[src/common/panel_pkg.sv]
// panel_pkg: shared widths, types and timing constants for the front-panel lamp test
package panel_pkg;

    // panel words use PDP-8 bit order, bit 0 is the msb
    typedef logic [0:11] word_t;
    typedef logic [0:2]  ema_t;
    typedef logic [0:5]  dsel_t;
    typedef logic [7:0]  char_t;

    localparam int NUM_KEYS = 9;              // sw .. dep, see panel_if

    // serial timing at 12 MHz
    localparam int BAUD_DIV = 104;            // about 115200 baud
    localparam int BAUD_W   = $clog2(BAUD_DIV);

    // walking lamp step period in hardware, about half a second
    localparam int LAMP_TICK = 6000000;

    // address sweep, ema and addr sit above the dropped low bits
    localparam int SWEEP_SHIFT = 10;
    localparam int SWEEP_W     = 3 + 12 + SWEEP_SHIFT;

    // transmit text layout
    localparam int    LINE_COLS  = 80;
    localparam int    COL_W      = $clog2(LINE_COLS);
    localparam char_t FIRST_CHAR = 8'h20;     // space
    localparam char_t LAST_CHAR  = 8'h7e;     // tilde
    localparam char_t CR_CHAR    = 8'h0d;
    localparam char_t LF_CHAR    = 8'h0a;

    // walking lamp seeds
    localparam word_t WALK_LEFT_SEED  = 12'o0001;  // only bit 11 lit
    localparam word_t WALK_RIGHT_SEED = 12'o4000;  // only bit 0 lit

endpackage

[src/common/panel_if.sv]
// panel_if: synchronized switch register, display selects and control keys
`timescale 1ns/1ps

interface panel_if import panel_pkg::*; ();

    word_t                sr;    // switch register
    dsel_t                dsel;  // display select switches
    // sw, addr_load, extd_addr, clear, cont, exam, halt, single_step, dep
    // all active high here
    logic [0:NUM_KEYS-1]  keys;

    modport source (
        output sr,
        output dsel,
        output keys
    );

    modport sink (
        input sr,
        input dsel,
        input keys
    );

endinterface

[src/logic/switch_sync.sv]
// switch_sync: two-flop synchronizer for the panel switches, active-low keys inverted
`timescale 1ns/1ps

module switch_sync import panel_pkg::*; (
    input  logic           clk12,
    input  logic           reset,
    input  word_t          sr,
    input  dsel_t          dsel,
    input  logic           dep,
    input  logic           sw,
    input  logic           single_step,
    input  logic           halt,
    input  logic           examn,
    input  logic           contn,
    input  logic           extd_addrn,
    input  logic           addr_loadn,
    input  logic           clearn,
    panel_if.source        pnl
);

    word_t                sr_meta;
    dsel_t                dsel_meta;
    logic [0:NUM_KEYS-1]  keys_meta;
    logic [0:NUM_KEYS-1]  keys_raw;

    // key order matches panel_if, the n pins are flipped to active high
    assign keys_raw = {sw, ~addr_loadn, ~extd_addrn, ~clearn, ~contn, ~examn,
                       halt, single_step, dep};

    always_ff @(posedge clk12) begin
        if (reset) begin
            sr_meta   <= '0;
            dsel_meta <= '0;
            keys_meta <= '0;
            pnl.sr    <= '0;
            pnl.dsel  <= '0;
            pnl.keys  <= '0;
        end else begin
            sr_meta   <= sr;          // first stage
            dsel_meta <= dsel;
            keys_meta <= keys_raw;
            pnl.sr    <= sr_meta;     // second stage, seen by the readers
            pnl.dsel  <= dsel_meta;
            pnl.keys  <= keys_meta;
        end
    end

endmodule

[src/serial/serial_tx.sv]
// serial_tx: free-running 8N1 transmitter of printable ASCII in 80-column lines
`timescale 1ns/1ps

module serial_tx import panel_pkg::*; (
    input  logic  clk12,
    input  logic  reset,
    output logic  tx,
    output char_t tx_char
);

    typedef enum logic [1:0] {
        GEN_PRINT,
        GEN_CR,
        GEN_LF
    } gen_state_t;

    logic [BAUD_W-1:0] baud_cnt;
    logic              baud_tick;
    logic [3:0]        bit_cnt;      // 0 is the start bit, 9 the stop bit
    logic [9:0]        frame;        // shifts out lsb first
    logic              load;

    gen_state_t        gen_state;
    char_t             pr_char;      // next printable character
    logic [COL_W-1:0]  col_cnt;
    char_t             gen_char;

    assign baud_tick = (baud_cnt == '0);
    assign load      = baud_tick && (bit_cnt == 4'd9);
    assign tx        = frame[0];

    // baud rate divider
    always_ff @(posedge clk12) begin
        if (reset || baud_tick)
            baud_cnt <= BAUD_W'(BAUD_DIV - 1);
        else
            baud_cnt <= baud_cnt - 1'b1;
    end

    // frame shifter, next frame starts right after the stop bit
    always_ff @(posedge clk12) begin
        if (reset) begin
            frame   <= '1;           // line idles high
            bit_cnt <= 4'd9;
            tx_char <= '0;
        end else if (load) begin
            frame   <= {1'b1, gen_char, 1'b0};
            bit_cnt <= 4'd0;
            tx_char <= gen_char;
        end else if (baud_tick) begin
            frame   <= {1'b1, frame[9:1]};
            bit_cnt <= bit_cnt + 1'b1;
        end
    end

    always_comb begin
        case (gen_state)
            GEN_CR:  gen_char = CR_CHAR;
            GEN_LF:  gen_char = LF_CHAR;
            default: gen_char = pr_char;
        endcase
    end

    // character generator, advances once per frame
    always_ff @(posedge clk12) begin
        if (reset) begin
            gen_state <= GEN_PRINT;
            pr_char   <= FIRST_CHAR;
            col_cnt   <= '0;
        end else if (load) begin
            case (gen_state)
                GEN_PRINT: begin
                    pr_char <= (pr_char == LAST_CHAR) ? FIRST_CHAR : pr_char + 1'b1;
                    if (col_cnt == COL_W'(LINE_COLS - 1)) begin
                        col_cnt   <= '0;
                        gen_state <= GEN_CR;    // line full
                    end else begin
                        col_cnt <= col_cnt + 1'b1;
                    end
                end
                GEN_CR:  gen_state <= GEN_LF;
                default: gen_state <= GEN_PRINT;
            endcase
        end
    end

endmodule

[src/serial/serial_rx.sv]
// serial_rx: 8N1 receiver with start-bit check and mid-bit sampling
`timescale 1ns/1ps

module serial_rx import panel_pkg::*; (
    input  logic  clk12,
    input  logic  reset,
    input  logic  rx,
    output char_t rx_char,
    output logic  rx_strobe
);

    typedef enum logic [1:0] {
        RX_IDLE,
        RX_START,
        RX_DATA,
        RX_STOP
    } rx_state_t;

    logic [1:0]        rx_sync;
    logic              rx_s;
    logic              rx_last;
    logic              fall;
    rx_state_t         state;
    logic [BAUD_W-1:0] baud_cnt;
    logic [2:0]        bit_idx;
    char_t             shreg;

    assign rx_s = rx_sync[1];
    assign fall = rx_last && !rx_s;

    always_ff @(posedge clk12) begin
        if (reset) begin
            rx_sync <= 2'b11;
            rx_last <= 1'b1;
        end else begin
            rx_sync <= {rx_sync[0], rx};
            rx_last <= rx_s;
        end
    end

    always_ff @(posedge clk12) begin
        if (reset) begin
            state     <= RX_IDLE;
            baud_cnt  <= '0;
            bit_idx   <= '0;
            rx_strobe <= 1'b0;
        end else begin
            rx_strobe <= 1'b0;
            if (state != RX_IDLE && baud_cnt != '0) begin
                baud_cnt <= baud_cnt - 1'b1;
            end else begin
                case (state)
                    RX_IDLE: if (fall) begin
                        baud_cnt <= BAUD_W'(BAUD_DIV / 2 - 1);   // to mid start bit
                        state    <= RX_START;
                    end
                    RX_START: begin
                        baud_cnt <= BAUD_W'(BAUD_DIV - 1);
                        bit_idx  <= '0;
                        state    <= rx_s ? RX_IDLE : RX_DATA;   // glitch, not a start
                    end
                    RX_DATA: begin
                        baud_cnt <= BAUD_W'(BAUD_DIV - 1);
                        bit_idx  <= bit_idx + 1'b1;
                        if (bit_idx == 3'd7)
                            state <= RX_STOP;
                    end
                    default: begin
                        rx_strobe <= rx_s;     // framing error drops the char
                        state     <= RX_IDLE;
                    end
                endcase
            end
        end
    end

    // data path, lsb arrives first
    always_ff @(posedge clk12) begin
        if (state == RX_DATA && baud_cnt == '0)
            shreg <= {rx_s, shreg[7:1]};
        if (state == RX_STOP && baud_cnt == '0 && rx_s)
            rx_char <= shreg;
    end

endmodule

[src/logic/panel_lamps.sv]
// panel_lamps: slow tick, walking single lamp and free-running address sweep
`timescale 1ns/1ps

module panel_lamps import panel_pkg::*; #(
    parameter int lamp_tick = LAMP_TICK
) (
    input  logic   clk12,
    input  logic   reset,
    panel_if.sink  pnl,
    output word_t  walk,
    output ema_t   ema,
    output word_t  addr
);

    localparam int TICK_W = $clog2(lamp_tick + 1);

    logic [TICK_W-1:0]  tick_cnt;
    logic               tick;
    logic [SWEEP_W-1:0] sweep_cnt;

    assign tick = (tick_cnt == '0);

    // one-cycle enable every lamp_tick clocks
    always_ff @(posedge clk12) begin
        if (reset || tick)
            tick_cnt <= TICK_W'(lamp_tick - 1);
        else
            tick_cnt <= tick_cnt - 1'b1;
    end

    always_ff @(posedge clk12) begin
        if (reset) begin
            walk <= '0;
        end else if (tick) begin
            if (pnl.dsel[4]) begin                       // toward bit 11
                walk <= (walk == '0) ? WALK_RIGHT_SEED : walk >> 1;
            end else if (pnl.dsel[3]) begin              // toward bit 0
                walk <= (walk == '0) ? WALK_LEFT_SEED : walk << 1;
            end
        end
    end

    always_ff @(posedge clk12) begin
        if (reset)
            sweep_cnt <= '0;
        else
            sweep_cnt <= sweep_cnt + 1'b1;
    end

    // low bits dropped so the lamps move slowly enough to see
    assign {ema, addr} = sweep_cnt[SWEEP_W-1:SWEEP_SHIFT];

endmodule

[src/logic/display_select.sv]
// display_select: priority mux of six sources onto the registered data-lamp word
`timescale 1ns/1ps

module display_select import panel_pkg::*; (
    input  logic   clk12,
    input  logic   reset,
    panel_if.sink  pnl,
    input  char_t  tx_char,
    input  char_t  rx_char,
    input  logic   rx_strobe,
    input  word_t  walk,
    output word_t  ds
);

    char_t rx_hold;

    always_ff @(posedge clk12) begin
        if (reset)
            rx_hold <= '0;
        else if (rx_strobe)
            rx_hold <= rx_char;     // last good character
    end

    // lowest numbered select wins
    always_ff @(posedge clk12) begin
        if (reset) begin
            ds <= '0;
        end else if (pnl.dsel[0]) begin
            ds <= {4'b0000, tx_char};     // flickers at line rate
        end else if (pnl.dsel[1]) begin
            ds <= pnl.sr;
        end else if (pnl.dsel[2]) begin
            ds <= {pnl.keys, 3'b000};
        end else if (pnl.dsel[3] || pnl.dsel[4]) begin
            ds <= walk;
        end else if (pnl.dsel[5]) begin
            ds <= {4'b0000, rx_hold};
        end
    end

endmodule

[src/logic/panel_test_top.sv]
// panel_test_top: front-panel lamp and switch test, serial echo lamps and lamp walker
`timescale 1ns/1ps

module panel_test_top import panel_pkg::*; #(
    parameter int lamp_tick = LAMP_TICK
) (
    input  logic  clk12,
    input  logic  reset,
    input  logic  rx,
    input  word_t sr,
    input  dsel_t dsel,
    input  logic  dep,
    input  logic  sw,
    input  logic  single_step,
    input  logic  halt,
    input  logic  examn,
    input  logic  contn,
    input  logic  extd_addrn,
    input  logic  addr_loadn,
    input  logic  clearn,
    output logic  led1,
    output logic  led2,
    output logic  runn,
    output ema_t  EMAn,
    output word_t An,
    output word_t dsn,
    output logic  tx
);

    char_t tx_char;
    char_t rx_char;
    logic  rx_strobe;
    word_t walk;
    ema_t  ema;
    word_t addr;
    word_t ds;
    logic  run;

    panel_if pnl ();

    switch_sync u_switch_sync (
        .clk12       (clk12),
        .reset       (reset),
        .sr          (sr),
        .dsel        (dsel),
        .dep         (dep),
        .sw          (sw),
        .single_step (single_step),
        .halt        (halt),
        .examn       (examn),
        .contn       (contn),
        .extd_addrn  (extd_addrn),
        .addr_loadn  (addr_loadn),
        .clearn      (clearn),
        .pnl         (pnl.source)
    );

    serial_tx u_serial_tx (.clk12(clk12), .reset(reset), .tx(tx), .tx_char(tx_char));

    serial_rx u_serial_rx (
        .clk12     (clk12),
        .reset     (reset),
        .rx        (rx),
        .rx_char   (rx_char),
        .rx_strobe (rx_strobe)
    );

    panel_lamps #(.lamp_tick(lamp_tick)) u_panel_lamps (
        .clk12 (clk12),
        .reset (reset),
        .pnl   (pnl.sink),
        .walk  (walk),
        .ema   (ema),
        .addr  (addr)
    );

    display_select u_display_select (
        .clk12     (clk12),
        .reset     (reset),
        .pnl       (pnl.sink),
        .tx_char   (tx_char),
        .rx_char   (rx_char),
        .rx_strobe (rx_strobe),
        .walk      (walk),
        .ds        (ds)
    );

    // lamps are driven active low
    assign run  = ~rx;          // run lamp shows receive activity
    assign runn = ~run;
    assign EMAn = ~ema;
    assign An   = ~addr;
    assign dsn  = ~ds;
    assign led1 = 1'b0;
    assign led2 = 1'b0;

endmodule

[config.mk]
export PLATFORM = sky130hd
export DESIGN_NAME = panel_test_top
export DESIGN_NICKNAME = d
export VERILOG_FILES = /design/src/common/panel_pkg.sv /design/src/common/panel_if.sv /design/src/logic/switch_sync.sv /design/src/serial/serial_tx.sv /design/src/serial/serial_rx.sv /design/src/logic/panel_lamps.sv /design/src/logic/display_select.sv /design/src/logic/panel_test_top.sv
export SDC_FILE = /design/constraint.sdc
export NUM_CORES = 1
export LEC_CHECK = 0
export BUFFER_PORTS_ARGS = -buffer_cell sky130_fd_sc_hd__buf_2
export CORE_MARGIN = 5
export CORE_UTILIZATION = 60
export CTS_CLUSTER_DIAMETER = 80
export DETAILED_ROUTE_END_ITERATION = 8
export GPL_TIMING_DRIVEN = 0
export PLACE_DENSITY = 0.91
export SETUP_SLACK_MARGIN = 0.02
export SYNTH_ARGS = -nofsm -noshare
export SYNTH_HDL_FRONTEND = slang
export SYNTH_SLANG_ARGS = --single-unit
export TNS_END_PERCENT = 20
[constraint.sdc]
create_clock -name clk12 -period 2.58 [get_ports clk12]
set_input_delay 0.258 -clock clk12 [delete_from_list [all_inputs] [get_ports clk12]]
set_output_delay 0.258 -clock clk12 [all_outputs]
set_load 0.01 [all_outputs]
* Yosys cells after proc, flatten, opt, wreduce, memory -nomap -nowiden
Index checks and enable logic that the tools add are counted.
** Operators by class
- Add/subtract/negate cells :: 8
- Equal/unequal tests :: 13
- Mux-type cells :: 26
- Bitwise gates (word level) :: 9
- Reductions and logical operators :: 34
** Operators by type and width (count)
- 12-bit 2-to-1 mux :: 8
- 25-bit by 1-bit adder with 25-bit output, second input constant :: 1
- 12-bit inverter :: 2
- 23-bit logical NOT :: 1
- 23-bit by 1-bit subtractor with 23-bit output, second input constant :: 1
- 7-bit 2-to-1 mux :: 3
- 9-bit 2-to-1 mux :: 2
- 8-bit 2-to-1 mux :: 2
- 8-bit case mux with 2 select lines :: 1
- 7-bit logical NOT :: 2
- 7-bit case mux with 2 select lines :: 1
- 7-bit by 1-bit subtractor with 7-bit output, second input constant :: 2
- 12-bit logical NOT :: 1
- 2-bit AND reduction :: 5
- 8-bit by 1-bit adder with 8-bit output, second input constant :: 1
- 8-bit by 7-bit == test with 1-bit output, second input constant :: 1
- 2-bit 2-to-1 mux :: 4
- 4-bit 2-to-1 mux :: 2
- 2-bit nonzero test :: 4
- 7-bit by 1-bit adder with 7-bit output, second input constant :: 1
- 7-bit == test, second input constant :: 1
- 7-bit nonzero test :: 1
- 2-bit == test, second input constant :: 3
- 1-bit logical AND :: 6
- other kinds (21) :: 34
** Storage, ports and cells
- Register bits after elaboration :: 211
- Logic and storage cells :: 118

* Depth between registers and ports, before layout
- Word-level depth :: 5
- Depth in mapped cells :: 8
- Depth with buffers taken out :: 6

* Modules after synthesis
Synthesis repeated with hierarchy kept, for this count alone.
** Unflattened totals
- Cell total of the unflattened synthesis :: 986
- Area total of the unflattened synthesis :: 9260.1 um2
** By module, submodules not included
- panel_lamps :: instances 1, cells an instance 340, area each 2931.6 um2
- serial_tx :: instances 1, cells an instance 248, area each 2222.1 um2
- switch_sync :: instances 1, cells an instance 113, area each 1431.4 um2
- serial_rx :: instances 1, cells an instance 115, area each 1383.8 um2
- display_select :: instances 1, cells an instance 139, area each 1163.6 um2
- panel_test_top :: instances 1, cells an instance 31, area each 127.6 um2

* Worst setup path after synthesis
Ideal clock, no wire load.
- Path type :: reg-to-reg
- From :: register u_serial_tx.baud_cnt[0]
- To :: register u_serial_tx.col_cnt[5]
- Library setup time :: 0.070 ns
- Arrival time :: 1.849 ns
- Required time :: 2.510 ns
- Path slack :: 0.661 ns
- Stages on the path, launching flop included :: 8
- Clock period less this slack :: 1.919 ns
- Path through :: dfxtp_1 -> inv_1 -> ha_1 -> or4b_1 -> buf_6 -> nor4_4 -> or3b_1 -> a21oi_1
** On the way
- Word-level cells in the longest chain between the ends :: 3
** Ends and longest elaborated chain
- from (decl) :: RTL line serial_tx.sv:17 : logic [BAUD_W-1:0] baud_cnt;
- from (signal assigned) :: RTL line serial_tx.sv:35 : baud_cnt <= BAUD_W'(BAUD_DIV - 1);
- from (signal assigned) :: RTL line serial_tx.sv:37 : baud_cnt <= baud_cnt - 1'b1;
- 7-bit logical NOT :: RTL line serial_tx.sv:28 : assign baud_tick = (baud_cnt == '0);
- 1-bit logical AND :: RTL line serial_tx.sv:29 : assign load = baud_tick && (bit_cnt == 4'd9);
- 2-bit AND reduction (no source line)
- to (signal assigned) :: RTL line serial_tx.sv:78 : col_cnt <= col_cnt + 1'b1;
- to (decl) :: RTL line serial_tx.sv:25 : logic [COL_W-1:0] col_cnt;
Every way passes these cells.
A chain may end at the register's enable or synchronous reset.

* Final worst setup path
- From :: register u_serial_tx.bit_cnt[0]
- To :: register u_serial_tx.col_cnt[1]
** On the way
- Word-level cells in the longest chain between the ends :: 3
** Ends and longest elaborated chain
- from (decl) :: RTL line serial_tx.sv:19 : logic [3:0] bit_cnt;
- from (signal assigned) :: RTL line serial_tx.sv:52 : bit_cnt <= bit_cnt + 1'b1;
- 4-bit == test :: RTL line serial_tx.sv:29
- 1-bit logical AND :: RTL line serial_tx.sv:29
- 2-bit AND reduction (no source line)
Every way passes these cells.

==> impl_results.md <==
- Status: finished, final reports clean
- Mapped cell area: 0.00902 sq mm
- Clk pin slew, worst setup/hold paths: 0.06 ns
- Share of post-route cells with drive strength above 1: 0.129
- Final slew viol count: 0
- Worst hold path type: in2reg
- Via count: 7,882
- Syn-to-layout area delta: 17.3%
- Sequential cell area: 0.00438 sq mm
- Multi-input logic area: 0.00421 sq mm
- Leak: 3.86 nW
- Final WL: 23.8 mm
- Vias in the first global route: 7,583
- Port bufs: 58
- Global-route wire length before repair: 38.4 mm
- Mapped Avg Cell Area: 9.28 sq um
- Final RePlAce weighted congestion: 0.910
- Final instance area: 0.0106 sq mm
- Slowest cell on crit path: or3b_2
- Non-Filler Instances: 1,282
- CP max FO: 9
- Final setup viols: 0
- Tcrit/Tclk final: 0.894
- R2r startpoint: u_serial_tx.bit_cnt[0]$_SDFFE_PP1P_
- Final setup margin: 0.275 ns
- WL per Instance: 18.6 microns
- Slew headroom: 0.494
- Core ar.: 0.0146 sq mm
- Drt initial violations: 792
- Net count, final: 1,133
- Clock Sinks: 211
- Clock Path Buffers: 3
- Distinct cells, synth: 70
- DP Cell Count: 1,215
- Count of flip-flops with a built-in enable after synthesis: 16
- Chip width: 133 microns
- Synth Warn #: 0
- Mapped Cells: 972
- Post-synth top flop: dfxtp_1
- Fillers: 974
- FF-to-FF path depth: 6
- Clock root cell: clkbuf_16
- Clk_lat worst skew: 0.53 ns
- Die area: 0.0176 sq mm
- Post-synth top cells: dfxtp_1, nand2_1, nor2b_1
- #FFs+latches synth: 211
- Worst-Margin Slew: 0.740 ns
- DP Worst Slack: 0.306 ns
- Placed Area: 0.00955 sq mm
- H-tree levels: 1
- Critical path capture point type: register
- Worst EP arrival: 2.74 ns
- Final min period: 2.31 ns
- Hold path endpoint: u_switch_sync.dsel_meta[0]$_SDFF_PP0_
- Beginning of the worst hold path: dsel[0]
- Worst vdd ir: 0.730 mV
- Worst r2r dst: u_serial_tx.col_cnt[1]$_SDFFE_PP0P_
- Initial core utilization: 0.616
- Resized Gates After CTS: 0
- Routed Antenna Nets: 0
- Crit-path cells: ha_1, and3b_1, clkbuf_1, nand4_1, or3b_2, a21oi_1
- Most instantiated library cell after synthesis: dfxtp_1
- Pre-antenna DRT Iters: 5
- Bufs and invs on worst path: 1
- Gr usage total: 0.263
- Fin. Hold Viols: 0
- Vias/cell: 6.15
- Crit path max-delay family: simple AND/OR/NAND/NOR gates
- Number of CTS-inserted buffers: 22
- Maxcap violations: 0
- Synth top area share: 0.433
- DRC viols: 0
- Yosys top cell by area: dfxtp_1
- Asr flop ratio synth: 0
- Reg2reg setup slack: 0.27 ns
- Cell area power density: 721 mW/mm^2
- Initial antenna violation count: 1
- Critical path required time: 3.02 ns
- Top post-synthesis cells by area: dfxtp_1, edfxtp_1, nor2b_1
- CTS tree: yes
- Top-Level Pins: 61
- Unrepaired setup endpoints after global routing: false
- Setup Skew: 0.0267 ns
- CP max stage delay: 0.55 ns
- HPWL Detailed: 14.6 mm
- Site Rows: 44
- Largest net degree at the start of global routing: 16
- CP Launch Type: register
- Setup TNS: 0 ns
- Grt ovf: 0
- Hold path cells: 2
- DIE HEIGHT: 133 microns
- Post-synthesis sequential area ratio: 0.486
- Fmax: 0.434 GHz
- Critical path type: reg2reg
## stage by stage
| stage | total power [W] | util | hold slack, ns |
|---|---|---|---|
| after floorplan | 0.00404 | - | 0.325 |
| after global placement | 0.00420 | 0.652 | 0.382 |
| after detailed placement | 0.00424 | 0.652 | 0.389 |
| after CTS | 0.00759 | 0.723 | 0.000903 |
| after global routing | 0.00786 | 0.723 | 0.0175 |
| final | 0.00763 | 0.723 | 0.0215 |
## flip-flops by register name, summed over array words and instances, names as in the netlist, 2 cells and up
register / flops
u_serial_rx.shreg: 8
u_serial_tx.frame: 9
u_serial_rx.rx_char: 8
u_serial_tx.col_cnt: 7
u_serial_rx.state: 2
u_serial_rx.baud_cnt: 7
u_serial_tx.bit_cnt: 4
u_panel_lamps.sweep_cnt: 25
u_serial_tx.tx_char: 8
u_panel_lamps.tick_cnt: 23
u_switch_sync.dsel_meta: 6
u_serial_rx.rx_sync: 2
u_switch_sync.keys_meta: 9
u_serial_tx.baud_cnt: 7
u_panel_lamps.walk: 12
u_serial_rx.bit_idx: 3
u_switch_sync.pnl.sr: 12
u_switch_sync.pnl.dsel: 6
u_switch_sync.pnl.keys: 9
u_serial_tx.gen_state: 2
u_switch_sync.sr_meta: 12
u_display_select.ds: 12
u_display_select.rx_hold: 8
u_serial_tx.pr_char: 8
## timing repair
| action | CTS | global route |
|---|---|---|
| endpoints found under the hold margin | 26 | 0 |
| buffers inserted | 0 | 0 |
| hold buffers | 26 | 0 |
| setup endpoints to repair | 0 | 0 |
## logic make-up after synthesis
group / after synthesis / synth area share
compound gates: 195 / 0.136
flops: 211 / 0.486
buf+inv: 104 / 0.0480
fa+ha+maj: 22 / 0.0305
simple gates: 382 / 0.238
xor+xnor: 27 / 0.0262
other cells: 1 / 0.000416
mux: 30 / 0.0348
## final cells by class
cell class,count,area share
flip-flops and latches,211,0.414
diodes,1,0.000236
clock buffers,32,0.0574
well taps,184,0.0217
plain buffers,55,0.0235
repair buffers,84,0.0520
clock inverters,8,0.0160
multi-input cells,658,0.398
inverters,49,0.0174
## worst max-delay path by stage
stage,from,endpoint,slack [ns],depth (start not counted)
3_5_place_dp,u_panel_lamps.tick_cnt[8]$_SDFF_PP1_,u_panel_lamps.walk[2]$_SDFFE_PP0P_,0.31,5
3_3_place_gp,u_panel_lamps.tick_cnt[0]$_SDFF_PP1_,u_panel_lamps.tick_cnt[19]$_SDFF_PP1_,0.38,8
6_report,u_serial_tx.bit_cnt[0]$_SDFFE_PP1P_,u_serial_tx.col_cnt[1]$_SDFFE_PP0P_,0.27,6
5_1_grt,u_panel_lamps.tick_cnt[8]$_SDFF_PP1_,u_panel_lamps.walk[2]$_SDFFE_PP0P_,0.06,5
4_1_cts,u_panel_lamps.tick_cnt[8]$_SDFF_PP1_,u_panel_lamps.walk[2]$_SDFFE_PP0P_,0.26,5
2_1_floorplan,u_serial_tx.baud_cnt[0]$_SDFF_PP1_,u_serial_tx.col_cnt[5]$_SDFFE_PP0P_,0.66,7
## cells in the final DEF (no fill, tap or decap), drive strengths merged, types with 38 or more instances in the layout
master,instances
dfxtp,195
nor2,63
buf,73
nand3,38
a21oi,61
inv,50
clkbuf,72
nor2b,66
o21ai,55
nand2,68
## where the power goes
group          switching, W  internal, W  leakage [nW]
sequential        0.0000932      0.00340          1.73
combinational      0.000439     0.000312          1.75
clock               0.00132      0.00206         0.375
total               0.00185      0.00577          3.86
## layer usage
metal | vias to the layer above | routed length [microns] | global-route usage
met5 | - | 0 | 0
met2 | 396 | 11700 | 0.457
met3 | 95 | 1850 | 0.0444
met1 | 3735 | 9260 | 0.324
met4 | 0 | 1050 | 0.113
li1 | 3656 | - | -
(Power assumes the default switching activity.)
